**src/kernel_pkg.sv**
```systemverilog
// ----------------------------------------------------------------------
// Copy kernel shared definitions
// Bus widths, host descriptor, broadcast job and Wishbone classic
// request/response groups, plus the byte-reversal helper used on
// the read data path.
// ----------------------------------------------------------------------

package kernel_pkg;

  // --------------------------------------------------------------------
  // Widths
  // --------------------------------------------------------------------
  localparam int ADDR_W  = 32;  // Byte address
  localparam int DATA_W  = 32;  // One word per access
  localparam int SEL_W   = 4;   // Byte lanes
  localparam int COUNT_W = 16;  // Words per job

  // Host descriptor, 81 bits
  typedef struct packed {
    logic [ADDR_W-1:0]  src_addr;    // Source base, byte address
    logic [ADDR_W-1:0]  dst_addr;    // Destination base
    logic [COUNT_W-1:0] word_count;  // Zero is legal
    logic               swap_en;     // Byte-reverse each word
  } descriptor_t;

  // Job broadcast to every channel, 82 bits
  typedef struct packed {
    logic        start;  // One-cycle strobe
    descriptor_t desc;
  } job_t;

  // --------------------------------------------------------------------
  // Wishbone classic
  // --------------------------------------------------------------------
  typedef struct packed {
    logic              cyc;
    logic              stb;
    logic              we;
    logic [ADDR_W-1:0] adr;
    logic [DATA_W-1:0] dat;  // Write data
    logic [SEL_W-1:0]  sel;  // Always all ones here
  } wb_req_t;

  typedef struct packed {
    logic              ack;
    logic [DATA_W-1:0] dat;  // Read data, valid with ack
  } wb_rsp_t;

  // Reverse the four bytes of a word
  function automatic logic [DATA_W-1:0] swap_bytes(input logic [DATA_W-1:0] word);
    return {word[7:0], word[15:8], word[23:16], word[31:24]};
  endfunction

endpackage

```
**src/kernel_control.sv**
```systemverilog
`timescale 1ns/1ps
// ----------------------------------------------------------------------
// Kernel control
// ap_ctrl_chain handshake for the copy kernel. Registers the host
// descriptor on start and broadcasts it with a one-cycle strobe,
// collects the channel done levels and holds ap_done until
// ap_continue. A shift-register pulse then resets the channels.
// ----------------------------------------------------------------------

module kernel_control #(
  parameter int NUM_CHANNELS = 4,
  parameter int PULSE_HOLD   = 8
) (
  input  logic                    ap_clk,
  input  logic                    ap_rst_n,
  input  logic                    ap_start,
  input  logic                    ap_continue,
  input  kernel_pkg::descriptor_t descriptor,
  input  logic [NUM_CHANNELS-1:0] chan_done,
  output logic                    ap_idle,
  output logic                    ap_ready,
  output logic                    ap_done,
  output kernel_pkg::job_t        job,
  output logic                    chan_rst_n
);

  import kernel_pkg::*;

  typedef enum logic [1:0] {
    S_IDLE,   // Waiting for ap_start
    S_RUN,    // Channels copying
    S_DONE,   // Holding ap_done for the host
    S_FLUSH   // Channel reset pulse running
  } state_t;

  state_t                state;
  state_t                state_next;
  descriptor_t           desc_q;         // Job descriptor
  logic                  start_q;        // Doubles as ap_ready
  logic [PULSE_HOLD-1:0] pulse_sr;       // Reset stretcher
  logic                  pulse_busy;
  logic                  take_start;
  logic                  take_continue;
  logic                  all_done;

  assign pulse_busy    = pulse_sr[PULSE_HOLD-1];
  assign take_start    = (state == S_IDLE) && ap_start;
  assign take_continue = (state == S_DONE) && ap_continue;
  assign all_done      = &chan_done;  // Every channel finished

  // ----------------------------------------------------------------------
  // State machine
  // ----------------------------------------------------------------------
  always_comb begin
    state_next = state;
    case (state)
      S_IDLE: begin
        if (ap_start)
          state_next = S_RUN;
      end
      S_RUN: begin
        if (all_done)
          state_next = S_DONE;
      end
      S_DONE: begin
        if (ap_continue)
          state_next = S_FLUSH;
      end
      default: begin
        // Back to idle once the pulse has drained
        if (!pulse_busy)
          state_next = S_IDLE;
      end
    endcase
  end

  always_ff @(posedge ap_clk or negedge ap_rst_n) begin
    if (!ap_rst_n) begin
      state   <= S_FLUSH;  // Channels get a full pulse out of reset
      start_q <= 1'b0;
    end else begin
      state   <= state_next;
      start_q <= take_start;  // Single cycle strobe
    end
  end

  // Descriptor captured on the start edge
  always_ff @(posedge ap_clk) begin
    if (take_start)
      desc_q <= descriptor;
  end

  // ----------------------------------------------------------------------
  // Channel reset pulse
  // ----------------------------------------------------------------------
  // Loaded with ones, drained with zeros; MSB is the active reset
  always_ff @(posedge ap_clk or negedge ap_rst_n) begin
    if (!ap_rst_n) begin
      pulse_sr <= '1;
    end else if (take_continue) begin
      pulse_sr <= '1;
    end else begin
      pulse_sr <= pulse_sr << 1;
    end
  end

  assign chan_rst_n = ~pulse_busy;

  // Host outputs
  assign ap_idle  = (state == S_IDLE) || (state == S_FLUSH);
  assign ap_ready = start_q;
  assign ap_done  = (state == S_DONE);

  // Job broadcast
  assign job.start = start_q;
  assign job.desc  = desc_q;

endmodule

```
**src/copy_channel.sv**
```systemverilog
`timescale 1ns/1ps
// ----------------------------------------------------------------------
// Copy channel
// Wishbone classic master that walks word indices CHANNEL_ID,
// CHANNEL_ID+NUM_CHANNELS, ... below the job word count. Each word is
// read, optionally byte-reversed and written back, one at a time.
// ----------------------------------------------------------------------

module copy_channel #(
  parameter int CHANNEL_ID   = 0,
  parameter int NUM_CHANNELS = 4
) (
  input  logic                ap_clk,
  input  logic                ap_rst_n,
  input  logic                chan_rst_n,
  input  kernel_pkg::job_t    job,
  input  kernel_pkg::wb_rsp_t wb_rsp,
  output kernel_pkg::wb_req_t wb_req,
  output logic                done
);

  import kernel_pkg::*;

  localparam int IDX_W = COUNT_W + 1;  // Index may step past the count
  localparam logic [IDX_W-1:0] FIRST_IDX = IDX_W'(CHANNEL_ID);  // This channel's first word

  typedef enum logic [1:0] {
    S_IDLE,  // Waiting for the start strobe
    S_REQ,   // Bus cycle open
    S_GAP,   // Bus released between accesses
    S_DONE   // Held until the channel reset
  } state_t;

  state_t            state;
  logic              we_q;       // Low read phase, high write phase
  logic [IDX_W-1:0]  idx;
  logic [IDX_W-1:0]  idx_next;
  descriptor_t       desc_q;
  logic [DATA_W-1:0] data_q;     // Word in flight
  logic [ADDR_W-1:0] base_addr;
  logic [ADDR_W-1:0] byte_off;

  assign idx_next  = idx + IDX_W'(NUM_CHANNELS);   // Stride over channels
  assign base_addr = we_q ? desc_q.dst_addr : desc_q.src_addr;
  assign byte_off  = ADDR_W'({idx, 2'b00});        // Four bytes per word

  // ----------------------------------------------------------------------
  // Read then write, one word at a time
  // ----------------------------------------------------------------------
  always_ff @(posedge ap_clk or negedge ap_rst_n) begin
    if (!ap_rst_n) begin
      state <= S_IDLE;
      we_q  <= 1'b0;
      idx   <= '0;
    end else if (!chan_rst_n) begin
      state <= S_IDLE;  // Pulse after ap_done clears the channel
      we_q  <= 1'b0;
      idx   <= '0;
    end else begin
      case (state)
        S_IDLE: begin
          if (job.start) begin
            idx  <= FIRST_IDX;
            we_q <= 1'b0;
            // Short jobs may leave this channel without work
            if (FIRST_IDX < {1'b0, job.desc.word_count})
              state <= S_REQ;
            else
              state <= S_DONE;
          end
        end
        S_REQ: begin
          if (wb_rsp.ack) begin
            if (!we_q) begin
              we_q  <= 1'b1;   // Read landed, write next
              state <= S_GAP;
            end else begin
              we_q <= 1'b0;
              idx  <= idx_next;
              if (idx_next < {1'b0, desc_q.word_count})
                state <= S_GAP;
              else
                state <= S_DONE;
            end
          end
        end
        S_GAP:   state <= S_REQ;  // cyc low for one cycle
        default: state <= S_DONE;
      endcase
    end
  end

  // Job and data word registers
  always_ff @(posedge ap_clk) begin
    if ((state == S_IDLE) && job.start)
      desc_q <= job.desc;
    if ((state == S_REQ) && wb_rsp.ack && !we_q)
      data_q <= desc_q.swap_en ? swap_bytes(wb_rsp.dat) : wb_rsp.dat;
  end

  // Bus request
  assign wb_req.cyc = (state == S_REQ);
  assign wb_req.stb = (state == S_REQ);
  assign wb_req.we  = we_q;
  assign wb_req.adr = base_addr + byte_off;
  assign wb_req.dat = data_q;
  assign wb_req.sel = '1;  // Full words only

  assign done = (state == S_DONE);

endmodule

```
**src/wb_arbiter.sv**
```systemverilog
`timescale 1ns/1ps
// ----------------------------------------------------------------------
// Wishbone round-robin arbiter
// Merges the channel masters onto one classic master port. The grant
// is held for a whole bus cycle and moves on only once the granted
// master drops cyc. Request and response paths are combinational.
// ----------------------------------------------------------------------

module wb_arbiter #(
  parameter int NUM_CHANNELS = 4
) (
  input  logic                ap_clk,
  input  logic                ap_rst_n,
  input  kernel_pkg::wb_req_t chan_req [NUM_CHANNELS],
  input  kernel_pkg::wb_rsp_t port_rsp,
  output kernel_pkg::wb_rsp_t chan_rsp [NUM_CHANNELS],
  output kernel_pkg::wb_req_t port_req
);

  localparam int GNT_W = (NUM_CHANNELS > 1) ? $clog2(NUM_CHANNELS) : 1;

  logic [GNT_W-1:0] gnt;       // Current owner of the port
  logic [GNT_W-1:0] gnt_next;
  logic [GNT_W-1:0] cand;
  logic             found;
  logic             gnt_busy;

  assign gnt_busy = chan_req[gnt].cyc;  // Owner mid-cycle

  // ----------------------------------------------------------------------
  // Round-robin search
  // ----------------------------------------------------------------------
  // Starts just after the current owner, owner itself checked last
  always_comb begin
    gnt_next = gnt;
    found    = 1'b0;
    cand     = gnt;
    for (int i = 1; i <= NUM_CHANNELS; i++) begin
      cand = GNT_W'((int'(gnt) + i) % NUM_CHANNELS);
      if (!found && chan_req[cand].cyc) begin
        gnt_next = cand;
        found    = 1'b1;
      end
    end
  end

  always_ff @(posedge ap_clk or negedge ap_rst_n) begin
    if (!ap_rst_n) begin
      gnt <= GNT_W'(NUM_CHANNELS - 1);  // Channel 0 wins first
    end else if (!gnt_busy) begin
      gnt <= gnt_next;  // Only between bus cycles
    end
  end

  // ----------------------------------------------------------------------
  // Port mux and response routing
  // ----------------------------------------------------------------------
  assign port_req = chan_req[gnt];

  for (genvar c = 0; c < NUM_CHANNELS; c++) begin : g_rsp
    assign chan_rsp[c].ack = port_rsp.ack && (gnt == GNT_W'(c));  // Owner only
    assign chan_rsp[c].dat = port_rsp.dat;  // Broadcast
  end

endmodule

```
**src/kernel_afu.sv**
```systemverilog
`timescale 1ns/1ps
// ----------------------------------------------------------------------
// Copy kernel top level
// Control block, NUM_CHANNELS copy channels and the Wishbone arbiter
// that drains them onto the single external master port.
// ----------------------------------------------------------------------

module kernel_afu #(
  parameter int NUM_CHANNELS = 4,
  parameter int PULSE_HOLD   = 8
) (
  input  logic                    ap_clk,
  input  logic                    ap_rst_n,
  input  logic                    ap_start,
  input  logic                    ap_continue,
  input  kernel_pkg::descriptor_t descriptor,
  input  kernel_pkg::wb_rsp_t     wb_rsp,
  output logic                    ap_idle,
  output logic                    ap_ready,
  output logic                    ap_done,
  output kernel_pkg::wb_req_t     wb_req
);

  import kernel_pkg::*;

  // ----------------------------------------------------------------------
  // Wires
  // ----------------------------------------------------------------------
  job_t                    job;                     // Broadcast to channels
  logic                    chan_rst_n;              // Pulse after ap_done
  logic [NUM_CHANNELS-1:0] chan_done;
  wb_req_t                 chan_req [NUM_CHANNELS];
  wb_rsp_t                 chan_rsp [NUM_CHANNELS];

  // Host handshake and job broadcast
  kernel_control #(
    .NUM_CHANNELS(NUM_CHANNELS),
    .PULSE_HOLD  (PULSE_HOLD)
  ) inst_kernel_control (
    .ap_clk     (ap_clk),
    .ap_rst_n   (ap_rst_n),
    .ap_start   (ap_start),
    .ap_continue(ap_continue),
    .descriptor (descriptor),
    .chan_done  (chan_done),
    .ap_idle    (ap_idle),
    .ap_ready   (ap_ready),
    .ap_done    (ap_done),
    .job        (job),
    .chan_rst_n (chan_rst_n)
  );

  // ----------------------------------------------------------------------
  // Copy channels, interleaved by word index
  // ----------------------------------------------------------------------
  for (genvar k = 0; k < NUM_CHANNELS; k++) begin : g_channel
    copy_channel #(
      .CHANNEL_ID  (k),
      .NUM_CHANNELS(NUM_CHANNELS)
    ) inst_copy_channel (
      .ap_clk    (ap_clk),
      .ap_rst_n  (ap_rst_n),
      .chan_rst_n(chan_rst_n),
      .job       (job),
      .wb_rsp    (chan_rsp[k]),
      .wb_req    (chan_req[k]),
      .done      (chan_done[k])
    );
  end

  // Single external master port
  wb_arbiter #(
    .NUM_CHANNELS(NUM_CHANNELS)
  ) inst_wb_arbiter (
    .ap_clk  (ap_clk),
    .ap_rst_n(ap_rst_n),
    .chan_req(chan_req),
    .port_rsp(wb_rsp),
    .chan_rsp(chan_rsp),
    .port_req(wb_req)
  );

endmodule

```
**config.mk**
```make
export PLATFORM = sky130hd
export DESIGN_NAME = kernel_afu
export DESIGN_NICKNAME = d
export VERILOG_FILES = /design/src/kernel_pkg.sv /design/src/kernel_control.sv /design/src/copy_channel.sv /design/src/wb_arbiter.sv /design/src/kernel_afu.sv
export SDC_FILE = /design/constraint.sdc
export NUM_CORES = 1
export LEC_CHECK = 0
export ABC_AREA = 1
export BUFFER_PORTS_ARGS = -buffer_cell sky130_fd_sc_hd__clkbuf_2
export CAP_MARGIN = 20
export CORE_AREA = 2 2 307 233
export DETAILED_ROUTE_END_ITERATION = 8
export DIE_AREA = 0 0 309 235
export PLACE_DENSITY_LB_ADDON = 0.1
export SLEW_MARGIN = 10
export SYNTH_ARGS = -nofsm -noshare
export SYNTH_HDL_FRONTEND = slang
export SYNTH_SLANG_ARGS = --single-unit
```
**constraint.sdc**
```tcl
create_clock -name ap_clk -period 9.19 [get_ports ap_clk]
set_input_delay 0.919 -clock ap_clk [delete_from_list [all_inputs] [get_ports ap_clk]]
set_output_delay 0.919 -clock ap_clk [all_outputs]
set_load 0.01 [all_outputs]
```
Yosys cells after proc, flatten, opt, wreduce, memory -nomap -nowiden
Index checks and enable logic that the tools add are counted.
Widths: inputs -> output; s select.
{"block": "word_totals", "reg_bits": 626, "latchBits": 0, "mem_bits_rw": 0, "rom_bits": 0, "out_inout_bits": 74, "word_cells": 261, "n_memories": 0}
{"block": "op_classes", "add_sub_neg": 12, "n_mul": 0, "n_div": 0, "order_cmp": 13, "n_eq_ne": 34, "shifts": 0, "n_mux": 101, "bitwise": 6, "n_reduce_logical": 55}
{"cell": "$bmux 71 s2", "count": 5}
{"cell": "$mux 71", "count": 10}
{"cell": "$mux 17", "count": 16}
{"cell": "$mux 32", "count": 8}
{"cell": "$pmux 17 s2", "count": 4}
{"cell": "$add 32x19->32", "count": 4}
{"cell": "$add 17x3->17 const B", "count": 4}
{"cell": "$lt 17x16->1", "count": 4}
{"cell": "$mux 2", "count": 28}
{"cell": "$ne 3x3->1 const B", "count": 12}
{"cell": "$lt 1x16->1 const A", "count": 2}
{"cell": "$lt 2x16->1 const A", "count": 2}
{"cell": "$pmux 2 s3", "count": 5}
{"cell": "$eq 2x2->1 const B", "count": 12}
{"cell": "$reduce_and 4->1", "count": 6}
{"cell": "$logic_and 1x1->1", "count": 21}
{"cell": "$mux 1", "count": 20}
{"cell": "$ge 3x3->1 const B", "count": 5}
{"cell": "$not 2->3", "count": 5}
{"cell": "$eq 2x1->1 const B", "count": 6}
{"cell": "$logic_not 2->1", "count": 6}
{"cell": "$reduce_and 3->1", "count": 4}
{"cell": "$reduce_bool 3->1", "count": 4}
{"cell": "$reduce_and 2->1", "count": 5}
{"cell": "11 further kinds", "count": 23}

Logic depth before layout (Yosys ltp)
{"block": "depth", "depth_word": 16, "depth_mapped": 22, "ltp_nobuf": 20}

Hierarchy
Synthesis repeated with hierarchy kept, for this count alone.
{"block": "unflattened", "hier_cells": 3765, "hier_area_um2": 34484.3}
{"module": "copy_channel (g_channel[3].inst_copy_channel)", "n_inst": 1, "cells_each": 786, "area_each_um2": 7215.7, "seq_area_each_um2": 3868.7}
{"module": "copy_channel (g_channel[1].inst_copy_channel)", "n_inst": 1, "cells_each": 775, "area_each_um2": 7106.8, "seq_area_each_um2": 3868.7}
{"module": "copy_channel (g_channel[2].inst_copy_channel)", "n_inst": 1, "cells_each": 759, "area_each_um2": 7054.3, "seq_area_each_um2": 3868.7}
{"module": "copy_channel (g_channel[0].inst_copy_channel)", "n_inst": 1, "cells_each": 714, "area_each_um2": 6897.9, "seq_area_each_um2": 3843.7}
{"module": "wb_arbiter", "n_inst": 1, "cells_each": 597, "area_each_um2": 3251.9, "seq_area_each_um2": 52.6}
{"module": "kernel_control", "n_inst": 1, "cells_each": 134, "area_each_um2": 2957.8, "seq_area_each_um2": 2720.1}

Least setup slack after synthesis
Ideal clock, no wire load.
{"block": "synth_timing", "path_type": "register to register", "from": "reg inst_kernel_control.start_q (netlist: inst_kernel_control.ap_ready)", "to": "reg g_channel[1].inst_copy_channel.desc_q[0] (netlist bit) (enable)", "setup_time_ns": 0.622, "arrival_time_ns": 6.023, "setup_slack_ns": 2.544, "path_stages_with_launch": 3, "path_buffers": 0, "path_cell_list": "dfrtp_1 inv_1 nor3_1"}
{"block": "synth_between", "elab_chain_len": 1}
{"element": "start, declared", "line": "kernel_control.sv:39", "text": "logic start_q;"}
{"element": "start signal, assigned", "line": "kernel_control.sv:83", "text": "start_q <= take_start;"}
{"element": "$logic_and 1x1->1", "line": "copy_channel.sv:95", "text": "if ((state == S_IDLE) && job.start)"}
{"element": "end signal, assigned", "line": "copy_channel.sv:96", "text": "desc_q <= job.desc;"}
{"element": "end, declared", "line": "copy_channel.sv:38", "text": "descriptor_t desc_q;"}
No other way between the ends.
A chain may end at the register's enable or synchronous reset.

==> results.json <==
{
  "status": "finished, final reports clean",
  "dieArea_um2": 72600,
  "die_x_um": 309,
  "crit_fanout": 33,
  "synth_ff_type": "edfxtp_1",
  "finalSetupTns_ps": 0,
  "cts_root_buf": "clkbuf_16",
  "clock_power_share": 0.462,
  "synth_adder_area_share": 0.0506,
  "fin_nets": 4326,
  "synthCells": 3905,
  "critPathTopFamily": "simple AND/OR/NAND/NOR gates",
  "finClkSkew_ps": 16.5,
  "drcViolationCount": 0,
  "final_util": 0.542,
  "synth_area_per_cell_um2": 8.64,
  "netSwitchingFraction": 0.205,
  "yosysTopAreaCell": "edfxtp_1",
  "ys_ff_latch": 621,
  "ctsResizeCount": 0,
  "detail_route.wl_per_cell_um": 21.0,
  "ctsHoldBuffers": 0,
  "dr.pass1.iters": 6,
  "p_int_w": 0.00458,
  "combinationalPowerShare": 0.012,
  "p_sw_w": 0.00118,
  "port_buffers": 187,
  "wl_met1_mm": 50.7,
  "htreeDepth": 3,
  "yosysUniqueCellTypes": 54,
  "rows": 84,
  "ys_warn_count": 0,
  "synth_edf_count": 533,
  "cts_made_buffers": 66,
  "vias": 27400,
  "critical_path.startpoint_type": "register",
  "synth_xor_area_frac": 0.0171,
  "drv_cap": 0,
  "crit_path_end_kind": "output pin",
  "p_leak_nw": 16.9,
  "grt_pass1_wl_mm": 159,
  "min_path_type": "input port to async pin",
  "synth_most_common_cell": "nand2_1",
  "top_layer_used": "met4",
  "crit_slowest_cell": "o21ai_0",
  "worstPathArrival_ps": 4270,
  "grt_usage": 0.293,
  "finalNonFillerCells": 5069,
  "async_flop_share": 0.142,
  "crit_required_ps": 8270,
  "drive_gt1_frac": 0.0998,
  "avgViaCountPerCell": 5.41,
  "synth_top_cell_area_share": 0.474,
  "fmax_ghz": 0.193,
  "min_period_ps": 5190,
  "drt_iter0_drc": 3417,
  "timing.final.hold_violations": 0,
  "post-cts-setup-buffers": 0,
  "initial_core_util": 0.485,
  "cts_num_sinks": 621,
  "antenna_found_initial": 5,
  "path_cells": "buf_4 -> nand2_1 -> nand2_1 -> ha_1 -> nand2_1 -> nand2_1 -> inv_1 -> nand2_1 -> nand2_1 -> nand3_1 -> o21ai_0 -> nand2_1 -> o21a_1 -> clkbuf_2",
  "slew_violations": 0,
  "period_share": 0.564,
  "worst-path-buf-inv": 3,
  "p_seq_frac": 0.526,
  "synthSimpleGateAreaFrac": 0.233,
  "dpl.cell_count": 4949,
  "grt_pass1_vias": 25100,
  "path_class": "register to output pin",
  "areaGrowthSynthToFinish_pct": 11.8,
  "gp_congestion": 0.978,
  "ys_top_cells_by_count": "1282 x nand2_1, 533 x edfxtp_1, 490 x inv_1",
  "synth_top_family_by_area": "simple AND/OR/NAND/NOR gates",
  "drt_wl_total_mm": 107,
  "muxShareOfSynthArea": 0.000593,
  "finalSetupViolCount": 0,
  "hpwlAfterDp_mm": 76.5,
  "clkTransAtPathRegs_ps": 70,
  "netlist_area_um2": 33700,
  "yosys-top-cells-area": "edfxtp_1 47%, nand2_1 14%, dfrtp_1 5.6%, inv_1 5.4%, ha_1 5.0%",
  "worst_path_largest_cell_delay_ps": 570,
  "ios": 192,
  "drtAntennaViolNets": 0,
  "overflow": 0,
  "grt_max_degree": 138,
  "fin_hold_ws_ps": 192,
  "core_um2": 69600,
  "crit_top_cell": "nand2_1",
  "power.density_nw_per_um2": 153,
  "cts_tree": "done",
  "die_h_um": 235,
  "synth_seq_area_share": 0.540,
  "rsz0062_at_grt": "false",
  "tightest_slew_ps": 1040,
  "dr_wl_met2_mm": 43.7,
  "cts_buffer_depth": 3,
  "synth_compound_area_frac": 0.0852,
  "slew_headroom": 0.305,
  "ir_worst_vdd_mv": 0.156,
  "wl_met3_mm": 10.0,
  "insertion_delay_ps": 620
}
## path summary, 6_finish.rpt
kind | depth (start not counted) | end | slack, ps | start
max in group asynchronous | 2 | g_channel[0].inst_copy_channel.we_q | 7670 | ap_rst_n
worst max register to register | 12 | g_channel[0].inst_copy_channel.idx[4] | 5180 | inst_wb_arbiter.gnt[0]
worst max-delay path | 14 | wb_req[48] | 4000 | g_channel[0].inst_copy_channel.we_q
worst min-delay path | 1 | g_channel[3].inst_copy_channel.idx[3] | 190 | ap_rst_n
min in group ap_clk | 1 | inst_kernel_control.job[80] | 470 | descriptor[80]
worst min register to register | 0 | g_channel[3].inst_copy_channel.desc_q[18] | 510 | inst_kernel_control.job[18]
## worst register-to-register path, delay by kind of cell (launching register included)
| family | cells | cell delay (ps) |
|---|---|---|
| AO/OA/AOI/OAI | 3 | 380 |
| AND/OR/NAND/NOR | 4 | 1120 |
| buffers and inverters | 4 | 1640 |
| adder cells (fa/ha/maj) | 1 | 260 |
| flip-flops | 1 | 540 |
## kinds of logic after synthesis
kind of cell / count (synthesis)
AND/OR/NAND/NOR: 1921
flip-flops: 621
buffers and inverters: 620
AO/OA/AOI/OAI: 537
adder cells (fa/ha/maj): 136
XOR/XNOR: 66
other: 2
multiplexers: 2
## power by group through the flow
| stage | clock network [W] | registers, W | logic, W |
|---|---|---|---|
| 3_5_place_dp | 0 | 0.00309 | 0.0000674 |
| 5_1_grt | 0.00281 | 0.00303 | 0.0000776 |
| 6_report | 0.00266 | 0.00303 | 0.0000678 |
| 2_1_floorplan | 0 | 0.00309 | 0.0000207 |
| 3_3_place_gp | 0 | 0.00309 | 0.0000663 |
| 4_1_cts | 0.00270 | 0.00303 | 0.0000679 |
## placed cells by master, fill, tap and decap left out, types with 12 or more instances in the layout
cell,count
a21oi_1,112
buf_4,24
clkbuf_1,15
clkbuf_16,67
clkbuf_2,186
dfrtp_1,72
edfxtp_1,533
ha_1,135
inv_1,488
nand2_1,1282
nand2_2,25
nand3_1,193
nand3b_1,13
nand4_1,31
nor2_1,290
nor2_2,12
nor3_1,28
o21ai_0,314
o22ai_1,58
or2_2,15
xor2_1,64
## metal layers
metal,GRT usage,vias to the layer above
li1,-,13200
met1,0.465,12900
met2,0.411,1204
met3,0.0561,124
met4,0.0663,0
met5,0,-
## layout make-up
class                      count  area (µm²)
fill                        6484       31800
sequential                   621       18200
multi-input combinational   2667       13100
inverter                     503        1900
clock buffer                  82        1730
tap                          946        1180
timing repair buffer         213        1180
clock inverter                34         373
antenna                        3        7.51
## state kept, by name, summed over array words and instances (netlist names)
name and count:
inst_kernel_control.state 2, g_channel.inst_copy_channel.desc_q 324, g_channel.inst_copy_channel.state 8, inst_wb_arbiter.gnt 2
inst_kernel_control.pulse_sr 8, inst_kernel_control.job 81, inst_kernel_control.ap_ready 1, g_channel.inst_copy_channel.we_q 4
g_channel.inst_copy_channel.data_q 128, g_channel.inst_copy_channel.idx 63
## per-stage QoR
stage                     worst slack, ps  area (µm²)  total power (W)
after floorplan                      2540       33800          0.00311
final                                4000       37700          0.00576
after global placement               4790       35600          0.00316
after detailed placement             4800       35600          0.00316
after global routing                 3850       37700          0.00591
after CTS                            4130       37700          0.00580
Power figures use the tool's default switching activity.
